`config.mk`:
```
export PLATFORM = sky130hd
export DESIGN_NAME = hash_top
export DESIGN_NICKNAME = d
export VERILOG_FILES = /design/src/verilog/hash_pkg.sv /design/src/verilog/block_fold.sv /design/src/verilog/state_mixer.sv /design/src/verilog/digest_emitter.sv /design/src/verilog/hash_top.sv
export VERILOG_INCLUDE_DIRS = /design/src /design/src/verilog
export SDC_FILE = /design/constraint.sdc
export NUM_CORES = 1
export LEC_CHECK = 0
export BUFFER_PORTS_ARGS = -buffer_cell sky130_fd_sc_hd__buf_2
export CAP_MARGIN = 10
export CORE_MARGIN = 2
export CORE_UTILIZATION = 48
export CTS_CLUSTER_DIAMETER = 80
export DETAILED_ROUTE_END_ITERATION = 6
export HOLD_SLACK_MARGIN = 0.15
export PLACE_DENSITY = 0.71
export SLEW_MARGIN = 10
export SYNTH_ARGS = -nofsm -noshare
export SYNTH_HDL_FRONTEND = slang
export SYNTH_SLANG_ARGS = --single-unit
```
`constraint.sdc`:
```
create_clock -name clk -period 1.3 [get_ports clk]
set_input_delay 0.065 -clock clk [delete_from_list [all_inputs] [get_ports clk]]
set_output_delay 0.065 -clock clk [all_outputs]
set_load 0.01 [all_outputs]
```
`src/verilog/hash_cfg.svh`:
```
//################################################
// Hash engine configuration
//################################################

`ifndef HASH_CFG_SVH
`define HASH_CFG_SVH

// Message word and folded value widths
`define HASH_DATA_W 32
`define HASH_W      16

// State rotation before each absorb
`define HASH_ROT    5
`define HASH_INIT   16'hFFFF

// Word counter wraps modulo 256
`define HASH_CNT_W  8

`endif

```
`src/verilog/hash_pkg.sv`:
```
//################################################
// Hash engine shared types
//################################################

`include "hash_cfg.svh"

`default_nettype none

package hash_pkg;

    // One message word as it arrives
    typedef logic [`HASH_DATA_W-1:0] word_t;

    // Folded value or running hash state
    typedef logic [`HASH_W-1:0] digest_t;

    // Number of words in a message
    typedef logic [`HASH_CNT_W-1:0] count_t;

    // Mixer phase
    // FRESH means the next word starts a new message
    typedef enum logic {
        PHASE_FRESH  = 1'b0,
        PHASE_ABSORB = 1'b1
    } absorb_phase_t;

endpackage

`default_nettype wire

```
`src/verilog/block_fold.sv`:
```
//################################################
// Input fold stage
//################################################

`timescale 1ns/1ns

`include "hash_cfg.svh"

`default_nettype none

module block_fold
    import hash_pkg::*;
(
    input  logic    clk,
    input  logic    rst_n,
    input  logic    in_valid,
    input  word_t   in_data,
    input  logic    in_last,
    output logic    fold_valid,
    output digest_t fold_value,
    output logic    fold_last
);

    digest_t folded;

    // Low half XOR high half of the word
    always_comb begin
        folded = in_data[`HASH_W-1:0] ^ in_data[`HASH_DATA_W-1:`HASH_W];
    end

    // Strobe follows the input by one cycle
    always_ff @(posedge clk) begin
        if (!rst_n) begin
            fold_valid <= 1'b0;
        end else begin
            fold_valid <= in_valid;
        end
    end

    // Payload only moves on a strobed word
    always_ff @(posedge clk) begin
        if (in_valid) begin
            fold_value <= folded;
            fold_last  <= in_last;
        end
    end

    // Every word carries two halves of the digest width
    initial begin
        if (`HASH_DATA_W != 2 * `HASH_W) begin
            $error("word width must be twice the digest width");
        end
    end

endmodule

`default_nettype wire

```
`src/verilog/state_mixer.sv`:
```
//################################################
// Running state mixer
//################################################

`timescale 1ns/1ns

`include "hash_cfg.svh"

`default_nettype none

module state_mixer
    import hash_pkg::*;
(
    input  logic    clk,
    input  logic    rst_n,
    input  logic    fold_valid,
    input  digest_t fold_value,
    input  logic    fold_last,
    output logic    mix_valid,
    output digest_t mix_state,
    output count_t  mix_count,
    output logic    mix_last
);

    absorb_phase_t phase;

    digest_t start_state;
    digest_t rotated;
    digest_t next_state;
    count_t  next_count;

    // Mixing rule for the word at the input
    always_comb begin
        // First word of a message starts from the initial state
        if (phase == PHASE_FRESH) begin
            start_state = `HASH_INIT;
            next_count  = count_t'(1);
        end else begin
            start_state = mix_state;
            next_count  = mix_count + count_t'(1);
        end

        rotated = {start_state[`HASH_W-1-`HASH_ROT:0],
                   start_state[`HASH_W-1:`HASH_W-`HASH_ROT]};
        next_state = rotated ^ fold_value;
    end

    // Phase register
    always_ff @(posedge clk) begin
        if (!rst_n) begin
            phase <= PHASE_FRESH;
        end else if (fold_valid) begin
            // A last word rearms the mixer for the next message
            phase <= fold_last ? PHASE_FRESH : PHASE_ABSORB;
        end
    end

    // Running state and word count
    always_ff @(posedge clk) begin
        if (!rst_n) begin
            mix_state <= `HASH_INIT;
            mix_count <= '0;
        end else if (fold_valid) begin
            mix_state <= next_state;
            mix_count <= next_count;
        end
    end

    always_ff @(posedge clk) begin
        if (!rst_n) begin
            mix_valid <= 1'b0;
        end else begin
            mix_valid <= fold_valid;
        end
    end

    // Last flag travels with the state
    always_ff @(posedge clk) begin
        if (fold_valid) begin
            mix_last <= fold_last;
        end
    end

    // A word that is not the last leaves a message in progress
    property p_absorb_after_word;
        @(posedge clk) disable iff (!rst_n)
        (fold_valid && !fold_last) |=> (phase == PHASE_ABSORB);
    endproperty
    a_absorb_after_word: assert property (p_absorb_after_word)
        else $error("mixer not in ABSORB after a non-last word");

    // Output strobe only ever answers a folded word
    property p_valid_has_source;
        @(posedge clk) disable iff (!rst_n)
        ($past(rst_n, 2) && mix_valid) |-> $past(fold_valid);
    endproperty
    a_valid_has_source: assert property (p_valid_has_source)
        else $error("mix_valid without a folded word one cycle earlier");

endmodule

`default_nettype wire

```
`src/verilog/digest_emitter.sv`:
```
//################################################
// Digest output stage
//################################################

`timescale 1ns/1ns

`include "hash_cfg.svh"

`default_nettype none

module digest_emitter
    import hash_pkg::*;
(
    input  logic    clk,
    input  logic    rst_n,
    input  logic    mix_valid,
    input  digest_t mix_state,
    input  count_t  mix_count,
    input  logic    mix_last,
    output logic    digest_valid,
    output digest_t digest,
    output count_t  word_count
);

    logic msg_done;

    // Final word of a message reached the emitter
    always_comb begin
        msg_done = mix_valid && mix_last;
    end

    // One-cycle result strobe
    always_ff @(posedge clk) begin
        if (!rst_n) begin
            digest_valid <= 1'b0;
        end else begin
            digest_valid <= msg_done;
        end
    end

    // Result holds until the next message ends
    always_ff @(posedge clk) begin
        if (!rst_n) begin
            digest     <= '0;
            word_count <= '0;
        end else if (msg_done) begin
            digest     <= mix_state;
            word_count <= mix_count;
        end
    end

    // Back-to-back strobes need two one-word messages in a row
    property p_no_stuck_valid;
        @(posedge clk) disable iff (!rst_n)
        (digest_valid && $past(digest_valid))
            |-> ($past(mix_valid && mix_last) && $past(mix_valid && mix_last, 2));
    endproperty
    a_no_stuck_valid: assert property (p_no_stuck_valid)
        else $error("digest_valid held without two last words before it");

endmodule

`default_nettype wire

```
`src/verilog/hash_top.sv`:
```
//################################################
// Streaming hash engine top
//################################################

`timescale 1ns/1ns

`include "hash_cfg.svh"

`default_nettype none

module hash_top
    import hash_pkg::*;
(
    input  logic    clk,
    input  logic    rst_n,
    input  logic    in_valid,
    input  word_t   in_data,
    input  logic    in_last,
    output logic    digest_valid,
    output digest_t digest,
    output count_t  word_count
);

    // Fold stage to mixer
    wire          fold_valid;
    wire digest_t fold_value;
    wire          fold_last;

    // Mixer to emitter
    wire          mix_valid;
    wire digest_t mix_state;
    wire count_t  mix_count;
    wire          mix_last;

    block_fold u_fold (
        .clk        (clk),
        .rst_n      (rst_n),
        .in_valid   (in_valid),
        .in_data    (in_data),
        .in_last    (in_last),
        .fold_valid (fold_valid),
        .fold_value (fold_value),
        .fold_last  (fold_last)
    );

    state_mixer u_mixer (
        .clk        (clk),
        .rst_n      (rst_n),
        .fold_valid (fold_valid),
        .fold_value (fold_value),
        .fold_last  (fold_last),
        .mix_valid  (mix_valid),
        .mix_state  (mix_state),
        .mix_count  (mix_count),
        .mix_last   (mix_last)
    );

    // Result appears three cycles after the last word
    digest_emitter u_emit (
        .clk          (clk),
        .rst_n        (rst_n),
        .mix_valid    (mix_valid),
        .mix_state    (mix_state),
        .mix_count    (mix_count),
        .mix_last     (mix_last),
        .digest_valid (digest_valid),
        .digest       (digest),
        .word_count   (word_count)
    );

endmodule

`default_nettype wire

```
==> flow_metrics.tcl <==
set metrics [dict create \
    grt_pass1_wl_mm 9.44 \
    critPathMaxStageDelay_ns 0.55 \
    routed.top_layer "met4" \
    cts_made_buffers 9 \
    synth.largest_area_cell "dfxtp_1" \
    layout.nets 410 \
    worstPathRequired_ns 1.39 \
    pwr-share-clk 0.343 \
    leakage_uw 0.00150 \
    dp_hpwl_mm 3.52 \
    cts_root_buf "clkbuf_8" \
    clock_sinks 70 \
    drive_above_1_share 0.235 \
    start_util 0.503 \
    ys_warn_count 0 \
    antenna_found_initial 0 \
    syn_to_final_growth_pct 32.8 \
    wl_mm 5.72 \
    multi_input_area_mm2 0.00117 \
    nFillCells 472 \
    num_rows 27 \
    cts_buffer_depth 2 \
    p_per_area_mw_per_mm2 1180 \
    period_minus_slack_ns 1.30 \
    grt_pass1_vias 2082 \
    p_int_uw 3370 \
    synthDominantCellAreaShare 0.369 \
    startpoint_type "input port" \
    p_sw_frac 0.235 \
    wl_met2_mm 2.61 \
    path_clk_slew_ns 0.07 \
    rsz0062_at_grt "false" \
    drc_errors 0 \
    yosysSeqAreaShare 0.560 \
    path_class "in2reg" \
    vias_per_cell 4.74 \
    fp.dieH_um 80.7 \
    synth_area_leaders "dfxtp_1 (37%), edfxtp_1 (19%), a21boi_0 (9.6%)" \
    dr_total_vias 2135 \
    place_ws_ns 0.0629 \
    slew_headroom 0.728 \
    path_cells "dlygate4sd3_1 > buf_2 > xor2_1 > dlygate4sd3_1" \
    syn_avg_cell_area_um2 10.3 \
    core_mm2 0.00561 \
    layout_setup_ws_ns -0.00242 \
    p_switching_uw 1040 \
    drt_pass1_iterations 4 \
    setup_viol 1 \
    synth_area_mm2 0.00282 \
    hold_class "in2reg" \
    grt_usage 0.195 \
    syn_nets 310 \
    cts_max_level 3 \
    finalCritPeriodShare 1.00 \
    port_buffers 60 \
    die_area_mm2 0.00651 \
    overflow 0 \
    die_x_um 80.7 \
    wire_per_inst_um 12.7 \
    cts_tree "done" \
    ant_nets 0 \
    max_cap_viol_count 0 \
    wl_met1_mm 2.79 \
    path_buf_inv 3 \
    report.final.slew_viol_count 0 \
    pwr-share-seq 0.554 \
    area.sequential_mm2 0.00158 \
    worst-path-max-fanout 1 \
    syn_inst 273 \
    worst_path_max_delay_cell "dlygate4sd3_1" \
    routabilityCongestion 0.806 \
    clock-skew-final_ns 0.00741 \
    met3WireLength_um 215 \
    cp_top_family "buffers and inverters" \
    endpoint_kind "flop" \
    io_pins 61 \
    critPathArrivalTime_ns 1.39 \
    clock_latency_ns 0.34 \
    outcome "finished, violations left" \
    tightest_slew_ns 0.407 \
    violations "setup timing" \
    fmax_mhz 768 \
    cp_common_cell "dlygate4sd3_1" \
    power_uw 4410 \
    antenna_cells 0 \
    grt_max_degree 33 \
    hold_viol 0 \
    ys_ff_latch 70 \
    synth_cell_types 27 \
    dr.first_iter.drc_count 75 \
    irDropWorstVdd_uv 728 \
    pwr-share-comb 0.102 \
]
[routing by layer]
| metal | track usage | up-vias |
|---|---|---|
| li1 | - | 1117 |
| met2 | 0.308 | 53 |
| met4 | 0.102 | 0 |
| met5 | 0 | - |
| met1 | 0.252 | 957 |
| met3 | 0.0382 | 8 |
[final cells by class]
cell class,count,area share
inverter,1,0.00100
tap,72,0.0240
multi-input combinational,187,0.312
clock inverter,4,0.00568
clock buffer,12,0.0387
sequential,70,0.423
timing repair buffer,104,0.196
[synthesized netlist by cell type (all sizes together)]
cell and n:
dfxtp 52, and3 1, clkbuf 9, a21oi 3, nand2b 16, o21ai 21, inv 1, mux2i 1
a31oi 1, a21boi 40, o211a 1, nor2 4, nand2 52, edfxtp 18, ha 1, or3 3
xor2 19, buf 6, xnor2 16, nand3 2, nand4 3, and2 3
[cell usage in the layout, fill, tap and decap left out, drive strengths merged]
cell type and instances:
mux2i 1, clkinv 3, nand2 52, ha 1, xor2 19, a21oi 3
a31oi 1, edfxtp 18, nand4 3, a21boi 40, o21ai 21, clkbuf 12
and3 1, dlygate4sd3 34, nand3 2, nand2b 16, dfxtp 52, xnor2 16
or3 3, nor2 4, buf 70, o211a 1, inv 2, and2 3
[registers in the layout, indices dropped and copies added, names as in the netlist]
register             cells
u_emit.digest           16
u_fold.fold_value       16
u_mixer.mix_state       16
u_emit.word_count        8
u_mixer.mix_count        8
u_emit.digest_valid      1
u_fold.fold_last         1
u_fold.fold_valid        1
u_mixer.mix_last         1
u_mixer.mix_valid        1
u_mixer.phase            1
[through the flow]
| stage | util | TNS, ns | std cells | instance area (µm²) | hold slack [ns] |
|---|---|---|---|---|---|
| after floorplan | - | 0 | 273 | 2820 | 0.164 |
| after global placement | 0.580 | 0 | 403 | 3250 | 0.245 |
| after detailed placement | 0.580 | 0 | 403 | 3250 | 0.244 |
| after CTS | 0.670 | 0 | 453 | 3760 | 0.172 |
| after global routing | 0.668 | 0 | 450 | 3750 | 0.181 |
| final | 0.668 | -0.00242 | 450 | 3750 | 0.185 |
[cell families (layout without fill, tap and decap cells)]
| family | after synthesis | in the layout | synth area share |
|---|---|---|---|
| AO/OA/AOI/OAI | 66 | 66 | 0.156 |
| XOR/XNOR | 35 | 35 | 0.109 |
| adder cells (fa/ha/maj) | 1 | 1 | 0.00443 |
| buffers and inverters | 16 | 121 | 0.0261 |
| flip-flops | 70 | 70 | 0.560 |
| multiplexers | 1 | 1 | 0.00355 |
| AND/OR/NAND/NOR | 84 | 84 | 0.141 |
[worst register-to-register path, delay by kind of cell, from the launching register on]
family / cells / cell delay (ns)
simple gates: 2 / 0.44
fa+ha+maj: 1 / 0.19
flops: 1 / 0.35
compound gates: 1 / 0.15
[path summary, 6_finish.rpt]
path,cells past startpoint,start,slack (ns),to
worst max register to register,4,u_mixer.mix_count[0],0.09,u_mixer.mix_count[6]
worst max-delay path,4,in_data[1],-0.002,u_fold.fold_value[1]
worst min register to register,2,u_emit.digest[6],0.45,u_emit.digest[6]
worst min-delay path,1,in_valid,0.18,u_fold.fold_value[5]
[power by group through the flow]
stage | combinational, µW | clock [µW] | sequential [µW]
after global routing | 506 | 1640 | 2460
after detailed placement | 364 | 0 | 2490
after CTS | 465 | 1550 | 2440
final | 451 | 1510 | 2440
after floorplan | 206 | 0 | 2480
after global placement | 356 | 0 | 2490
[what timing repair did]
action                                 4_1_cts  5_1_grt
setup endpoints to repair                    0       13
hold buffers                                34        7
resized for setup                            0        2
endpoints found under the hold margin       26        7
buffers inserted                             0        0
(Power assumes the default switching activity.)
